<file path="config.mk">
export PLATFORM = sky130hd
export DESIGN_NAME = fb_display_top
export DESIGN_NICKNAME = d
export VERILOG_FILES = /design/src/design/fb_pkg.sv /design/src/design/clut_grey.sv /design/src/design/display_timing.sv /design/src/design/fb_arbiter.sv /design/src/design/fb_bram.sv /design/src/design/fb_display_top.sv /design/src/design/linebuffer_scaled.sv
export SDC_FILE = /design/constraint.sdc
export NUM_CORES = 1
export LEC_CHECK = 0
export BUFFER_PORTS_ARGS = -buffer_cell sky130_fd_sc_hd__buf_2
export CAP_MARGIN = 20
export CELL_PAD_IN_SITES_DETAIL_PLACEMENT = 0
export CELL_PAD_IN_SITES_GLOBAL_PLACEMENT = 2
export CORE_MARGIN = 2
export CORE_UTILIZATION = 38
export CTS_CLUSTER_SIZE = 40
export DETAILED_ROUTE_END_ITERATION = 10
export PLACE_DENSITY = 0.92
export SLEW_MARGIN = 20
export SYNTH_ARGS = -nofsm -noshare
export SYNTH_HDL_FRONTEND = slang
export SYNTH_SLANG_ARGS = --single-unit
</file>
<file path="constraint.sdc">
create_clock -name clk_pix -period 7.08 [get_ports clk_pix]
set_clock_uncertainty 0.2 [all_clocks]
set_input_delay 0.708 -clock clk_pix [delete_from_list [all_inputs] [get_ports clk_pix]]
set_output_delay 0.708 -clock clk_pix [all_outputs]
set_load 0.02 [all_outputs]
</file>
<file path="src/design/grey16.mem">
// one 12-bit {r,g,b} colour per line, grey ramp for indices 0 to 15
000
111
222
333
444
555
666
777
888
999
aaa
bbb
ccc
ddd
eee
fff

</file>
<file path="src/design/fb_pkg.sv">
/* shared constants and types for the scaled framebuffer display
   import with fb_pkg::* in each module header */
package fb_pkg;

    // display timing, custom small mode
    localparam int H_ACTIVE = 64;   // visible columns
    localparam int H_TOTAL  = 80;   // incl 16 blanking columns
    localparam int V_ACTIVE = 48;   // visible lines
    localparam int V_TOTAL  = 54;   // incl 6 blanking lines

    // counters start in blanking, at negative values
    localparam int H_START = H_ACTIVE - H_TOTAL;  // -16
    localparam int V_START = V_ACTIVE - V_TOTAL;  // -6

    // framebuffer geometry
    localparam int FB_WIDTH  = 16;                    // source columns
    localparam int FB_HEIGHT = 12;                    // source rows
    localparam int FB_SCALE  = 4;                     // magnification, both axes
    localparam int FB_PIXELS = FB_WIDTH * FB_HEIGHT;  // 192 entries

    // colour widths
    localparam int CIDX_W = 4;  // colour index bits
    localparam int CHAN_W = 4;  // bits per palette channel

    // palette contents, 12-bit hex per line
    localparam string PAL_FILE = "/design/src/design/grey16.mem";

    // signed screen coordinate, negative in blanking
    typedef logic signed [15:0] coord_t;

    // framebuffer address, row * FB_WIDTH + column
    typedef logic [7:0] fb_addr_t;

    // colour index as stored in framebuffer and linebuffer
    typedef logic [CIDX_W-1:0] cidx_t;

    // palette entry {r, g, b}
    typedef logic [3*CHAN_W-1:0] colr_t;

    // source column within one linebuffer bank
    typedef logic [3:0] lb_col_t;

endpackage

</file>
<file path="src/design/clut_grey.sv">
/* colour lookup table, 16 entries of 4 bits per channel
   contents fixed at elaboration from the palette data file */
`timescale 1ns/1ps

module clut_grey import fb_pkg::*; (
    input  logic   clk_pix,
    input  cidx_t  cidx,   // colour index in
    output colr_t  colr    // {r, g, b} the cycle after
);

    // ROM, one colour per index
    colr_t pal [2**CIDX_W];

    initial begin
        $readmemh(PAL_FILE, pal);  // 12-bit hex per line
    end

    // registered lookup
    always_ff @(posedge clk_pix) begin
        colr <= pal[cidx];
    end

endmodule

</file>
<file path="src/design/display_timing.sv">
/* raster counters for the 80x54 mode, with data enable and strobes
   sx runs -16..63 and sy -6..47, negative values are blanking */
`timescale 1ns/1ps

module display_timing import fb_pkg::*; (
    input  logic   clk_pix,
    input  logic   rst_n,
    output coord_t sx,     // horizontal position
    output coord_t sy,     // vertical position
    output logic   de,     // high in the active area
    output logic   frame,  // one cycle at the first blanking pixel of a frame
    output logic   line    // one cycle at the start of every line
);

    localparam coord_t SX_FIRST = coord_t'(H_START);
    localparam coord_t SX_LAST  = coord_t'(H_ACTIVE - 1);
    localparam coord_t SY_FIRST = coord_t'(V_START);
    localparam coord_t SY_LAST  = coord_t'(V_ACTIVE - 1);

    // horizontal counter, vertical steps on its wrap
    always_ff @(posedge clk_pix or negedge rst_n) begin
        if (!rst_n) begin
            sx <= SX_FIRST;
            sy <= SY_FIRST;
        end else begin
            if (sx == SX_LAST) begin
                sx <= SX_FIRST;  // new line
                if (sy == SY_LAST) begin
                    sy <= SY_FIRST;  // new frame
                end else begin
                    sy <= sy + coord_t'(1);
                end
            end else begin
                sx <= sx + coord_t'(1);
            end
        end
    end

    // decoded flags, same cycle as the coordinates
    always_comb begin
        de    = (sx >= 0) && (sy >= 0);
        line  = (sx == SX_FIRST);
        frame = (sx == SX_FIRST) && (sy == SY_FIRST);
    end

endmodule

</file>
<file path="src/design/fb_arbiter.sv">
/* shares the framebuffer between the linebuffer fill reads and the pixel writer
   reads always win; a colliding write waits one slot in a holding register */
`timescale 1ns/1ps

module fb_arbiter import fb_pkg::*; (
    input  logic     clk_pix,
    input  logic     rst_n,
    input  logic     rd_req,     // fill read, never refused
    input  fb_addr_t rd_addr,
    output cidx_t    rd_data,    // two cycles after rd_req
    input  logic     wr_stb,     // single-cycle write strobe
    input  fb_addr_t wr_addr,
    input  cidx_t    wr_cidx,
    output logic     mem_we,
    output fb_addr_t mem_waddr,
    output cidx_t    mem_wdata,
    output fb_addr_t mem_raddr,
    input  cidx_t    mem_rdata   // one cycle after mem_raddr
);

    logic     pend_vld;   // write waiting for a free slot
    fb_addr_t pend_addr;
    cidx_t    pend_cidx;

    // read address goes straight through
    assign mem_raddr = rd_addr;

    // write port free whenever no read this cycle, held write first
    always_comb begin
        mem_we    = !rd_req && (pend_vld || wr_stb);
        mem_waddr = pend_vld ? pend_addr : wr_addr;
        mem_wdata = pend_vld ? pend_cidx : wr_cidx;
    end

    always_ff @(posedge clk_pix or negedge rst_n) begin
        if (!rst_n) begin
            pend_vld <= 1'b0;
        end else if (wr_stb && rd_req) begin
            pend_vld <= 1'b1;  // collided with a read
        end else if (!rd_req) begin
            pend_vld <= 1'b0;  // issued this cycle
        end
    end

    // capture the colliding write
    always_ff @(posedge clk_pix) begin
        if (wr_stb && rd_req) begin
            pend_addr <= wr_addr;
            pend_cidx <= wr_cidx;
        end
    end

    // extra stage gives the fixed two-cycle read latency
    always_ff @(posedge clk_pix) begin
        rd_data <= mem_rdata;
    end

    // writer spacing plus fill cadence keep the holding slot from overflowing
    a_pend_no_overflow : assert property (
        @(posedge clk_pix) disable iff (!rst_n) pend_vld |-> !wr_stb
    ) else $error("fb_arbiter: write strobe while a write is still held");

    // fill engine leaves a gap after every read
    a_read_spacing : assert property (
        @(posedge clk_pix) disable iff (!rst_n) rd_req |=> !rd_req
    ) else $error("fb_arbiter: back-to-back fill reads");

endmodule

</file>
<file path="src/design/fb_bram.sv">
/* simple dual-port framebuffer store, one write and one read port
   read data is registered, so it appears one cycle after raddr */
`timescale 1ns/1ps

module fb_bram import fb_pkg::*; (
    input  logic     clk_pix,
    input  logic     we,     // write strobe
    input  fb_addr_t waddr,
    input  cidx_t    wdata,
    input  fb_addr_t raddr,
    output cidx_t    rdata   // valid the cycle after raddr
);

    // block RAM style array, contents undefined at power up
    cidx_t mem [FB_PIXELS];

    always_ff @(posedge clk_pix) begin
        if (we) begin
            mem[waddr] <= wdata;
        end
    end

    // read before write on a shared address, old data comes out
    always_ff @(posedge clk_pix) begin
        rdata <= mem[raddr];
    end

endmodule

</file>
<file path="src/design/fb_display_top.sv">
/* scaled framebuffer display: timing, shared memory, linebuffer and palette
   drive wr_* to paint pixels; vid_* carry one aligned pixel per clock */
`timescale 1ns/1ps

module fb_display_top import fb_pkg::*; (
    input  logic              clk_pix,
    input  logic              rst_n,
    input  logic              wr_stb,     // one-cycle write strobe
    input  fb_addr_t          wr_addr,
    input  cidx_t             wr_cidx,
    output coord_t            vid_sx,
    output coord_t            vid_sy,
    output logic              vid_de,
    output logic              vid_frame,
    output logic [2*CHAN_W-1:0] vid_r,    // 8-bit channels
    output logic [2*CHAN_W-1:0] vid_g,
    output logic [2*CHAN_W-1:0] vid_b
);

    coord_t   sx, sy;
    logic     de, frame, line;
    logic     rd_req;
    fb_addr_t rd_addr;
    cidx_t    rd_data;
    logic     mem_we;
    fb_addr_t mem_waddr, mem_raddr;
    cidx_t    mem_wdata, mem_rdata;
    cidx_t    lb_cidx;   // aligned with current sx via lookahead
    colr_t    colr;      // one cycle behind, matches the _d signals
    coord_t   sx_d, sy_d;
    logic     de_d, frame_d;

    display_timing u_timing (.clk_pix, .rst_n, .sx, .sy, .de, .frame, .line);

    fb_arbiter u_arb (
        .clk_pix, .rst_n, .rd_req, .rd_addr, .rd_data, .wr_stb, .wr_addr, .wr_cidx,
        .mem_we, .mem_waddr, .mem_wdata, .mem_raddr, .mem_rdata
    );

    fb_bram u_bram (
        .clk_pix, .we(mem_we), .waddr(mem_waddr), .wdata(mem_wdata),
        .raddr(mem_raddr), .rdata(mem_rdata)
    );

    linebuffer_scaled u_lb (
        .clk_pix, .rst_n, .sx, .sy, .line, .rd_req, .rd_addr, .rd_data, .cidx(lb_cidx)
    );

    clut_grey u_clut (.clk_pix, .cidx(lb_cidx), .colr);

    // match the palette register stage
    always_ff @(posedge clk_pix) begin
        sx_d <= sx;
        sy_d <= sy;
    end

    always_ff @(posedge clk_pix or negedge rst_n) begin
        if (!rst_n) begin
            de_d    <= 1'b0;
            frame_d <= 1'b0;
        end else begin
            de_d    <= de;
            frame_d <= frame;
        end
    end

    // output stage, colour forced to black in blanking
    always_ff @(posedge clk_pix or negedge rst_n) begin
        if (!rst_n) begin
            vid_sx    <= '0;
            vid_sy    <= '0;
            vid_de    <= 1'b0;
            vid_frame <= 1'b0;
            vid_r     <= '0;
            vid_g     <= '0;
            vid_b     <= '0;
        end else begin
            vid_sx    <= sx_d;
            vid_sy    <= sy_d;
            vid_de    <= de_d;
            vid_frame <= frame_d;
            vid_r <= de_d ? {2{colr[3*CHAN_W-1 -: CHAN_W]}} : '0;  // nibble doubled
            vid_g <= de_d ? {2{colr[2*CHAN_W-1 -: CHAN_W]}} : '0;
            vid_b <= de_d ? {2{colr[CHAN_W-1 -: CHAN_W]}} : '0;
        end
    end

endmodule

</file>
<file path="src/design/linebuffer_scaled.sv">
/* two-bank line store between the framebuffer and the screen
   fills the next source row during the last copy of the current one, replays it 4x4 */
`timescale 1ns/1ps

module linebuffer_scaled import fb_pkg::*; (
    input  logic     clk_pix,
    input  logic     rst_n,
    input  coord_t   sx,       // current screen position
    input  coord_t   sy,
    input  logic     line,     // start of line strobe
    output logic     rd_req,   // framebuffer read, every other cycle at most
    output fb_addr_t rd_addr,
    input  cidx_t    rd_data,  // two cycles after rd_req
    output cidx_t    cidx      // index for the pixel at the next sx
);

    localparam int ROW_W = $clog2(FB_HEIGHT);
    localparam int REP_W = $clog2(FB_SCALE);

    localparam lb_col_t         COL_LAST = lb_col_t'(FB_WIDTH - 1);
    localparam logic [ROW_W-1:0] ROW_LAST = ROW_W'(FB_HEIGHT - 1);
    localparam logic [REP_W-1:0] REP_LAST = REP_W'(FB_SCALE - 1);
    localparam coord_t          SY_PRE   = coord_t'(-1);  // blanking line before row 0

    typedef enum logic {IDLE, FETCH} fill_state_t;

    fill_state_t      state;
    logic             rd_phase;   // high on the spacer cycle
    lb_col_t          fetch_col;  // column of the next read
    logic [ROW_W-1:0] fill_row;   // source row being fetched
    logic [REP_W-1:0] rep_cnt;    // screen line within a source row
    logic             swap_pend;  // fill done this line, swap at next strobe
    logic             rd_bank;    // bank shown on screen
    logic             fill_go;
    logic [1:0]       tag_vld;    // read in flight, one bit per latency cycle
    lb_col_t          tag_col [2];
    coord_t           sx_ahead;
    lb_col_t          out_col;

    // two banks of one source row each
    cidx_t lb_mem [2][FB_WIDTH];

    // row 0 at line -1, then on the last repeat of each row, none after row 11
    assign fill_go = line && ((sy == SY_PRE)
                     || (sy >= 0 && rep_cnt == REP_LAST && fill_row != ROW_LAST));

    // reads on even phase only
    assign rd_req  = (state == FETCH) && !rd_phase;
    assign rd_addr = fb_addr_t'(fill_row * FB_WIDTH + fetch_col);

    always_ff @(posedge clk_pix or negedge rst_n) begin
        if (!rst_n) begin
            state     <= IDLE;
            rd_phase  <= 1'b0;
            fetch_col <= '0;
            fill_row  <= '0;
            rep_cnt   <= '0;
            swap_pend <= 1'b0;
            rd_bank   <= 1'b0;
        end else begin
            if (line) begin
                // sync the repeat count to the pre-frame line
                rep_cnt <= (sy == SY_PRE || rep_cnt == REP_LAST) ? '0 : rep_cnt + 1'b1;
            end
            if (line && swap_pend) begin
                rd_bank   <= ~rd_bank;  // freshly filled bank goes live
                swap_pend <= 1'b0;
            end
            if (state == FETCH) begin
                rd_phase <= ~rd_phase;
                if (!rd_phase) begin
                    fetch_col <= fetch_col + 1'b1;
                    if (fetch_col == COL_LAST) begin
                        state <= IDLE;  // last read issued
                    end
                end
            end
            if (fill_go) begin
                state     <= FETCH;
                rd_phase  <= 1'b0;
                fetch_col <= '0;
                fill_row  <= (sy == SY_PRE) ? '0 : fill_row + 1'b1;
                swap_pend <= 1'b1;
            end
        end
    end

    // column tag follows each read through the two-cycle latency
    always_ff @(posedge clk_pix or negedge rst_n) begin
        if (!rst_n) begin
            tag_vld <= '0;
        end else begin
            tag_vld <= {tag_vld[0], rd_req};
        end
    end

    always_ff @(posedge clk_pix) begin
        tag_col[0] <= fetch_col;
        tag_col[1] <= tag_col[0];
    end

    // returned index lands in the hidden bank
    always_ff @(posedge clk_pix) begin
        if (tag_vld[1]) begin
            lb_mem[~rd_bank][tag_col[1]] <= rd_data;
        end
    end

    // look one pixel ahead so cidx lines up with the next sx
    always_comb begin
        sx_ahead = sx + coord_t'(1);
        out_col  = lb_col_t'(sx_ahead / coord_t'(FB_SCALE));  // 64 wraps to 0, in blanking
    end

    always_ff @(posedge clk_pix) begin
        cidx <= lb_mem[rd_bank][out_col];
    end

    // a fill started one line earlier must have drained before its bank is shown
    a_fill_done_at_swap : assert property (
        @(posedge clk_pix) disable iff (!rst_n)
        (line && swap_pend) |-> (state == IDLE && tag_vld == 2'b00)
    ) else $error("linebuffer_scaled: bank swap before fill complete");

endmodule

</file>
==> run_results.csv, run 1 <==
group,metric,value,unit
outcome,status,"completed",
synth,yosys.area_share.simple,0.1439,
timing,fin_setup_tns,0,ns
global_routing,antenna_found_initial,0,
clocking,cts_tree,"done",
clocking,cts.sinks,100,
timing,grt_setup_unrepaired,"no",
timing,tightestPinTransition,0.8305,ns
critical_path,required,7.14,ns
finish,utilization,0.4283,
synth,synth_top_family_by_area,"simple AND/OR/NAND/NOR gates",
synth,ys_seq_area_frac,0.6662,
drt,vias_per_cell,4.793,
floorplan,die_height,100.9,um
finish,design_area,0.003920,mm2
clocking,clk_latency,0.36,ns
global_routing,grt_max_degree,69,
synth,yosys_warnings,0,
pwr,p_comb_frac,0.021,
synth,syn_avg_cell_area,12.60,um2
pwr,peakVddDrop,0.08547,mV
timing,period_share,0.3464,
global_routing,grt_use_total,0.1221,
drt,drc,0,
critical_path,startpoint_type,"register",
critical_path,reg2reg_from,"u_timing.sx[0]",
pwr,switching_share,0.2292,
clocking,cts-root-buf,"clkbuf_8",
synth,synth_top_area_share,0.2948,
pwr,clockPowerShare,0.356,
floorplan,die_w,100.9,um
critical_path,rr_worst_depth,5,
finish,syn2layout_area_growth,9.968,%
global_routing,grt_overflow,0,
synth,synth.area.top_cells,"dfrtp_1, dfstp_2, dfxtp_1, buf_4, xnor2_1",
synth,synthMuxAreaShare,0.002808,
critical_path,critPathMaxFanout,9,
timing,finalCriticalPeriod,2.453,ns
hold_path,holdPathStages,0,
clocking,cts-htree-levels,3,
drt,drt_iter0_drc,126,
critical_path,end_kind,"register",
finish,layout_commonest_cell,"dfrtp_1",
clocking,cts_inserted_buffers,9,
finish,drive_gt1_frac,0.2500,
clocking,clk_path_buf_depth,2,
global_routing,grt_pass1_wl,9459,um
hold_path,holdPathEnd,"vid_sy[15]",
timing,setup_violations,0,
drt,firstDrtPassIters,4,
finish,nets,339,
placement,placed_area,0.003742,mm2
placement,gp_routability_congestion,0.8224,
hold_path,min_from,"sy_d[15]",
floorplan,dieArea,0.01017,mm2
finish,diodes,0,
synth,syn_inst,283,
synth,synth-xor-area-share,0.03440,
drt,routed_wl,5811,um
synth,synth-seq-cells,100,
synth,synth-compound-area-share,0.06002,
placement,io_buffers,35,
pwr,powerDensity,232.9,mW/mm2
pwr,intPower,0.0007037,W
synth,synth_largest_area_cell,"dfrtp_1",
critical_path,r2r_setup_slack,4.63,ns
synth,async_flop_share,0.6800,
floorplan,num_rows,35,
drt,ant_nets,0,
floorplan,core_area,0.009153,mm2
pwr,leakage,1.773,nW
synth,ys.flop_type,"dfrtp_1",
job,cap_violations,0,
drt,vias,2085,
clocking,clk_pin_slew,0.10,ns
pwr,seq_power_share,0.623,
critical_path,reg2reg_to,"u_timing.sy[11]",
drt,routedWlPerCell,13.36,um
critical_path,worstSetupPathType,"reg2reg",
floorplan,ios,73,
finish,final_cell_mix,"dfrtp_1, buf_2, dfxtp_1",
synth,synth_edf_count,0,
timing,hold_viol,0,
hold_path,hp-class,"reg2reg",
floorplan,initial_core_util,0.3895,
synth,synth_cell_types,45,
timing,relSlewSlack,0.4463,
global_routing,grt_pass1_vias,1897,
timing,slew_violations,0,
clocking,ctsResizeCount,0,
timing,holdWs,0.1305,ns
clocking,holdBufCountCts,0,
placement,dp_hpwl,3803,um
pwr,p_sw,0.0002092,W
clocking,post-cts-setup-buffers,0,
synth,synth_adder_area_share,0.01755,
synth,synth_area,0.003565,mm2
timing,fmax,407.7,MHz
critical_path,crit_arrival,2.51,ns
[critical path, stage by stage, from the launching register on]
cell and delay [ns]:
dfrtp_1 0.44, ha_1 0.24, and4_1 0.37, nand4_1 0.45, o41ai_1 0.52, o31ai_1 0.13
[state kept, by name, summed over array words and instances (netlist names)]
name and cells:
frame_d 1, vid_de 1, u_timing.sy 16, de_d 1, sy_d 16, sx_d 16
vid_frame 1, vid_sx 16, vid_sy 16, u_timing.sx 16
[cell families (layout without fill, tap and decap cells)]
kind of cell / count (synthesis) / after routing
AOI/OAI and AO/OA: 30 / 30
other: 1 / 24
adders and majority gates: 5 / 5
DFF: 100 / 100
xor gates and xnor gates: 14 / 14
buffers and inverters: 42 / 60
and+or+nand+nor: 90 / 90
muxes: 1 / 1
[through the flow]
| stage | power (W) | instances | worst slack, ns |
|---|---|---|---|
| detailed placement | 0.0005993 | 419 | 4.632 |
| global route | 0.0009483 | 435 | 4.484 |
| finish | 0.0009129 | 435 | 4.627 |
| global placement | 0.0005991 | 419 | 4.699 |
| CTS | 0.0009224 | 435 | 4.613 |
| floorplan | 0.0006012 | 306 | 4.842 |
[power by group through the flow]
stage / clock network [W] / registers [W] / logic (W)
4_1_cts: 0.000334 / 0.000569 / 0.0000193
6_report: 0.000325 / 0.000569 / 0.0000188
3_5_place_dp: 0 / 0.000580 / 0.0000194
2_1_floorplan: 0 / 0.000580 / 0.0000212
3_3_place_gp: 0 / 0.000580 / 0.0000191
5_1_grt: 0.000358 / 0.000569 / 0.0000215
[synthesized netlist by cell type (4+ instances only)]
master,number
and2_1,4
dfxtp_1,32
nor4_1,5
and3_1,7
nand4_1,11
a21oi_1,6
nor2_1,7
dfstp_2,26
nor3_1,8
dfrtp_1,42
nand3_1,10
o21ai_0,6
xnor2_1,11
inv_1,7
clkbuf_1,8
and4_1,7
ha_1,5
buf_4,24
nand2_1,20
[how the worst max path moves through the flow]
stage,from,end,slack (ns),cells after the start
2_1_floorplan,u_timing.sy[4],u_timing.sy[8],4.84,6
3_3_place_gp,u_timing.sx[0],u_timing.sy[9],4.70,5
3_5_place_dp,u_timing.sx[0],u_timing.sy[3],4.63,5
4_1_cts,u_timing.sx[0],u_timing.sy[3],4.61,5
5_1_grt,u_timing.sx[0],u_timing.sy[11],4.48,5
6_report,u_timing.sx[0],u_timing.sy[11],4.63,5
[routing by layer]
| metal | global-route usage | part of all wire | vias to the layer above |
|---|---|---|---|
| li1 | - | - | 1011 |
| met1 | 0.1630 | 0.47 | 990 |
| met2 | 0.1815 | 0.46 | 74 |
| met3 | 0.03190 | 0.052 | 10 |
| met4 | 0.06639 | 0.018 | 0 |
| met5 | 0 | 0 | - |
[layout make-up]
type | instances | area [um2]
fill | 835 | 5233
sequential | 100 | 2375
multi-input combinational | 164 | 1012
timing repair buffer | 37 | 190.2
tap | 111 | 138.9
clock buffer | 11 | 131.4
clock inverter | 5 | 46.29
inverter | 7 | 26.28
Power figures use the tool's default switching activity.
==> run 2, diff against run 1 <==
--- a/config.mk
+++ b/config.mk
@@ -10,10 +10,10 @@
 export CELL_PAD_IN_SITES_DETAIL_PLACEMENT = 0
 export CELL_PAD_IN_SITES_GLOBAL_PLACEMENT = 2
 export CORE_MARGIN = 2
-export CORE_UTILIZATION = 38
+export CORE_UTILIZATION = 36
 export CTS_CLUSTER_SIZE = 40
 export DETAILED_ROUTE_END_ITERATION = 10
-export PLACE_DENSITY = 0.92
+export PLACE_DENSITY = 0.89
 export SLEW_MARGIN = 20
 export SYNTH_ARGS = -nofsm -noshare
 export SYNTH_HDL_FRONTEND = slang
==> constraint.sdc (replaced) <==
create_clock -name clk_pix -period 2.4 [get_ports clk_pix]
set_clock_uncertainty 0.2 [all_clocks]
set_input_delay 0.24 -clock clk_pix [delete_from_list [all_inputs] [get_ports clk_pix]]
set_output_delay 0.24 -clock clk_pix [all_outputs]
set_load 0.02 [all_outputs]
==> run_results.csv, run 2 (synthesis gave the netlist of run 1 again) <==
group,metric,value,unit
floorplan,die_height,103.5,um
critical_path,end_kind,"register",
finish,multi_input_area,0.001013,mm2
drt,vias,2163,
timing,fmax,450.5,MHz
finish,diodes,0,
pwr,peakVddDrop,0.2217,mV
clocking,cts_tree,"done",
floorplan,die_w,103.5,um
clocking,clk_path_buf_depth,2,
timing,fin_setup_tns,0,ns
clocking,clk_pin_slew,0.09,ns
job,cap_violations,0,
hold_path,holdPathStages,0,
global_routing,grt_max_degree,25,
critical_path,critPathMaxFanout,7,
finish,drive_gt1_frac,0.2806,
critical_path,required,2.49,ns
finish,regArea,0.002375,mm2
drt,routedWlPerCell,12.63,um
clocking,post-cts-setup-buffers,0,
finish,syn2layout_area_growth,14.99,%
clocking,cts-htree-levels,3,
critical_path,startpoint_type,"register",
timing,hold_viol,0,
pwr,leakage,1.857,nW
floorplan,core_area,0.009684,mm2
placement,io_buffers,35,
drt,vias_per_cell,4.622,
critical_path,max_stage_delay,0.62,ns
finish,layout_commonest_cell,"dfrtp_1",
timing,setup_violations,0,
finish,final_cell_mix,"dfrtp_1, buf_2, dfxtp_1",
critical_path,crit_arrival,2.31,ns
placement,dp_hpwl,4058,um
drt,routed_wl,5909,um
drt,firstDrtPassIters,4,
pwr,powerDensity,719.3,mW/mm2
outcome,status,"completed",
drt,drt_iter0_drc,105,
timing,grt_setup_unrepaired,"no",
floorplan,initial_core_util,0.3681,
clocking,clk_latency,0.35,ns
global_routing,grt_pass1_vias,2037,
critical_path,worstSetupPathType,"reg2reg",
global_routing,grt_pass1_wl,9991,um
hold_path,hp-class,"reg2reg",
clocking,cts.sinks,100,
critical_path,crit_chain,"or4_1 -> or4_4 -> a211oi_2 -> a2bb2oi_1",
clocking,cts_inserted_buffers,9,
timing,slew_violations,0,
finish,fillers,895,
clocking,cts-root-buf,"clkbuf_8",
critical_path,rr_worst_depth,4,
global_routing,grt_use_total,0.1161,
floorplan,num_rows,36,
floorplan,dieArea,0.01071,mm2
placement,dp.cells,451,
drt,drc,0,
critical_path,path_buf_inv,0,
global_routing,grt_overflow,0,
finish,nets,350,
hold_path,min_from,"sy_d[14]",
floorplan,ios,73,
critical_path,cp-startpoint,"u_timing.sy[7]",
critical_path,cp.depth,4,
critical_path,worst_path_max_delay_cell,"or4_4",
global_routing,antenna_found_initial,0,
critical_path,reg2reg_from,"u_timing.sy[7]",
placement,gp_routability_congestion,0.8104,
critical_path,crit_family,"simple AND/OR/NAND/NOR gates",
timing,finalCriticalPeriod,2.220,ns
timing,period_share,0.9250,
finish,fin_cells,468,
drt,ant_nets,0,
[run 2: cell types whose count changed in the layout (fill, tap and decap cells not counted), sizes merged]
cell | previous run | this run
buf | 37 | 47
bufinv | 0 | 2
dlygate4sd3 | 0 | 1
clkbuf | 11 | 12
clkinv | 2 | 1
inv | 10 | 8
[run 2: routing by layer]
| metal | track usage | share of wire | vias up |
|---|---|---|---|
| met5 | 0 | 0 | - |
| met3 | 0.01636 | 0.049 | 10 |
| met4 | 0.07625 | 0.025 | 0 |
| met2 | 0.1774 | 0.45 | 70 |
| met1 | 0.1548 | 0.48 | 1046 |
| li1 | - | - | 1037 |
[run 2: path summary, 6_finish.rpt]
kind | to | slack (ns)
setup / recovery | u_timing.sy[8] | 0.18
hold / removal | vid_sy[14] | 0.13
setup reg to reg | u_timing.sy[8] | 0.18
hold reg to reg | vid_sy[14] | 0.13
max in group asynchronous | u_timing.sy[14] | 1.12
min in group asynchronous | vid_sx[10] | 0.15
[run 2: where the power goes]
part           internal (W)  switching [W]
sequential          0.00168              0
combinational    0.00000374      0.0000544
clock              0.000678       0.000535
[run 2: stage by stage]
stage	setup slack (ns)	util	area [um2]	hold slack [ns]	power [W]
after floorplan	0.1621	-	3651	-0.2556	0.001774
after global placement	0.2084	0.3970	3845	0.01272	0.001768
after detailed placement	0.2075	0.3970	3845	0.01394	0.001769
after CTS	0.1797	0.4231	4098	0.1259	0.002987
after global routing	0.08318	0.4233	4099	0.1340	0.003050
final	0.1801	0.4233	4099	0.1297	0.002948
[run 2: repair_timing]
item	in CTS	in global routing
resized for setup	0	1
endpoints found under the hold margin	21	0
hold buffers	1	0
endpoints found under the setup margin	0	6
[run 2: worst register-to-register path, stage by stage (launching register included)]
cell,delay (ns)
dfstp_2,0.40
or4_1,0.56
or4_4,0.62
a211oi_2,0.20
a2bb2oi_1,0.17
[run 2: cell type report]
class | count | area share
inverters | 7 | 0.006410
flip-flops and latches | 100 | 0.5794
clock inverters | 4 | 0.01893
well taps | 133 | 0.04060
multi-input cells | 164 | 0.2473
clock buffers | 12 | 0.04029
repair buffers | 48 | 0.06716
==> run 3, diff against run 2 <==
--- a/config.mk
+++ b/config.mk
@@ -14,6 +14,7 @@
 export CTS_CLUSTER_SIZE = 40
 export DETAILED_ROUTE_END_ITERATION = 10
 export PLACE_DENSITY = 0.89
+export REMOVE_ABC_BUFFERS = 1
 export SLEW_MARGIN = 20
 export SYNTH_ARGS = -nofsm -noshare
 export SYNTH_HDL_FRONTEND = slang
==> constraint.sdc (replaced) <==
create_clock -name clk_pix -period 2.4 [get_ports clk_pix]
set_clock_uncertainty 0.2 [all_clocks]
set_input_delay 0.36 -clock clk_pix [delete_from_list [all_inputs] [get_ports clk_pix]]
set_output_delay 0.36 -clock clk_pix [all_outputs]
set_load 0.02 [all_outputs]
==> run_results.csv, run 3 (synthesis gave the netlist of run 1 again) <==
group,metric,value,unit
timing,relSlewSlack,0.5948,
drt,drc,0,
drt,vias_per_cell,4.497,
finish,fin_cells,469,
critical_path,startpoint_type,"register",
global_routing,grt_use_total,0.1155,
floorplan,num_rows,36,
critical_path,cp-startpoint,"u_timing.sy[7]",
critical_path,critPathMaxFanout,7,
critical_path,reg2reg_from,"u_timing.sy[7]",
critical_path,r2r_setup_slack,0.15,ns
placement,io_buffers,35,
timing,slew_violations,0,
drt,ant_nets,0,
timing,holdWs,0.1267,ns
clocking,cts-root-buf,"clkbuf_8",
clocking,clk_latency,0.36,ns
critical_path,setup.worst_path.end,"u_timing.sy[8]",
finish,nets,351,
timing,setup_violations,0,
clocking,cts_tree,"done",
job,cap_violations,0,
critical_path,rr_worst_depth,4,
drt,routed_wl,5968,um
timing,tightestPinTransition,0.6078,ns
floorplan,ios,73,
drt,routedWlPerCell,12.72,um
timing,hold_viol,0,
floorplan,core_area,0.009684,mm2
pwr,peakVddDrop,0.2397,mV
critical_path,worstSetupPathType,"reg2reg",
pwr,leakage,1.832,nW
critical_path,crit_chain,"or4_1 -> or4_4 -> a211oi_2 -> a2bb2oi_1",
outcome,status,"completed",
clocking,cts_inserted_buffers,9,
drt,drt_iter0_drc,94,
critical_path,required,2.48,ns
global_routing,grt_pass1_vias,1977,
global_routing,antenna_found_initial,0,
timing,fmax,444.7,MHz
finish,fillers,911,
placement,dp_hpwl,3966,um
drt,vias,2109,
timing,grt_setup_unrepaired,"no",
floorplan,die_height,103.5,um
finish,drive_gt1_frac,0.2738,
timing,finalCriticalPeriod,2.249,ns
global_routing,grt_overflow,0,
drt,firstDrtPassIters,4,
critical_path,crit_arrival,2.33,ns
global_routing,grt_pass1_wl,9756,um
finish,diodes,0,
critical_path,worst_path_max_delay_cell,"or4_4",
pwr,powerDensity,664.6,mW/mm2
timing,period_share,0.9369,
finish,layout_commonest_cell,"dfrtp_1",
placement,gp_routability_congestion,0.8432,
critical_path,max_stage_delay,0.62,ns
floorplan,initial_core_util,0.3681,
critical_path,end_kind,"register",
clocking,cts-htree-levels,3,
clocking,post-cts-setup-buffers,0,
clocking,cts.sinks,100,
finish,syn2layout_area_growth,13.72,%
placement,dp.cells,452,
finish,final_cell_mix,"dfrtp_1, buf_2, dfxtp_1",
hold_path,hp-class,"reg2reg",
clocking,clk_path_buf_depth,2,
global_routing,grt_max_degree,69,
pwr,fin_total_pwr,0.002694,W
clocking,clk_pin_slew,0.09,ns
floorplan,dieArea,0.01071,mm2
floorplan,die_w,103.5,um
timing,fin_setup_tns,0,ns
critical_path,reg2reg_to,"u_timing.sy[8]",
[run 3: cell count changes in the layout (fill, tap and decap cells not counted), sizes merged]
cell      delta
bufinv       -2
inv          +1
buf          +1
clkinvlp     +1
[run 3: what timing repair did]
action,in CTS,in global routing
hold endpoints to repair,42,0
endpoints found under the setup margin,0,0
hold buffers,1,0
resized for setup,0,0
[run 3: routing by layer]
metal / GRT usage / part of all wire / vias to the layer above
li1: - / - / 1032
met1: 0.1548 / 0.47 / 1003
met2: 0.1708 / 0.45 / 63
met3: 0.02895 / 0.054 / 11
met4: 0.06660 / 0.024 / 0
met5: 0 / 0 / -
[run 3: area by class of cell]
cell class / count / area [um2] / area share
flip-flops and latches: 100 / 2375 / 0.5858
multi-input cells: 164 / 1012 / 0.2497
repair buffers: 49 / 295.3 / 0.07284
well taps: 133 / 166.4 / 0.04105
clock buffers: 12 / 145.1 / 0.03580
clock inverters: 4 / 33.78 / 0.008333
inverters: 7 / 26.28 / 0.006481
[run 3: stage by stage]
step | instance area [um2] | utilization | worst slack (ns)
finish | 4054 | 0.4186 | 0.1514
global route | 4054 | 0.4186 | 0.006412
CTS | 4054 | 0.4186 | 0.1328
detailed placement | 3865 | 0.3991 | 0.1691
global placement | 3865 | 0.3991 | 0.2062
floorplan | 3413 | - | -0.1372
[run 3: worst min path at each step]
stage	from	slack, ns	end	cells after the start
6_report	sy_d[12]	0.13	vid_sy[12]	0
5_1_grt	sy_d[12]	0.13	vid_sy[12]	0
3_5_place_dp	sx_d[7]	0.12	vid_sx[7]	0
3_3_place_gp	sx_d[13]	0.12	vid_sx[13]	0
4_1_cts	sy_d[12]	0.13	vid_sy[12]	0
2_1_floorplan	rst_n	-0.14	de_d	0
[run 3: report_power, final]
part / switching [W] / leakage [nW] / internal, W
combinational: 0.0000545 / 0.668 / 0.00000508
clock: 0.000542 / 0.0876 / 0.000415
sequential: 0 / 1.08 / 0.00168
[run 3: critical path: cells and delay by family, from the launching register on]
family           cells  cell delay (ns)
AND/OR/NAND/NOR      2             1.18
flip-flops           1             0.41
AO/OA/AOI/OAI        2             0.38
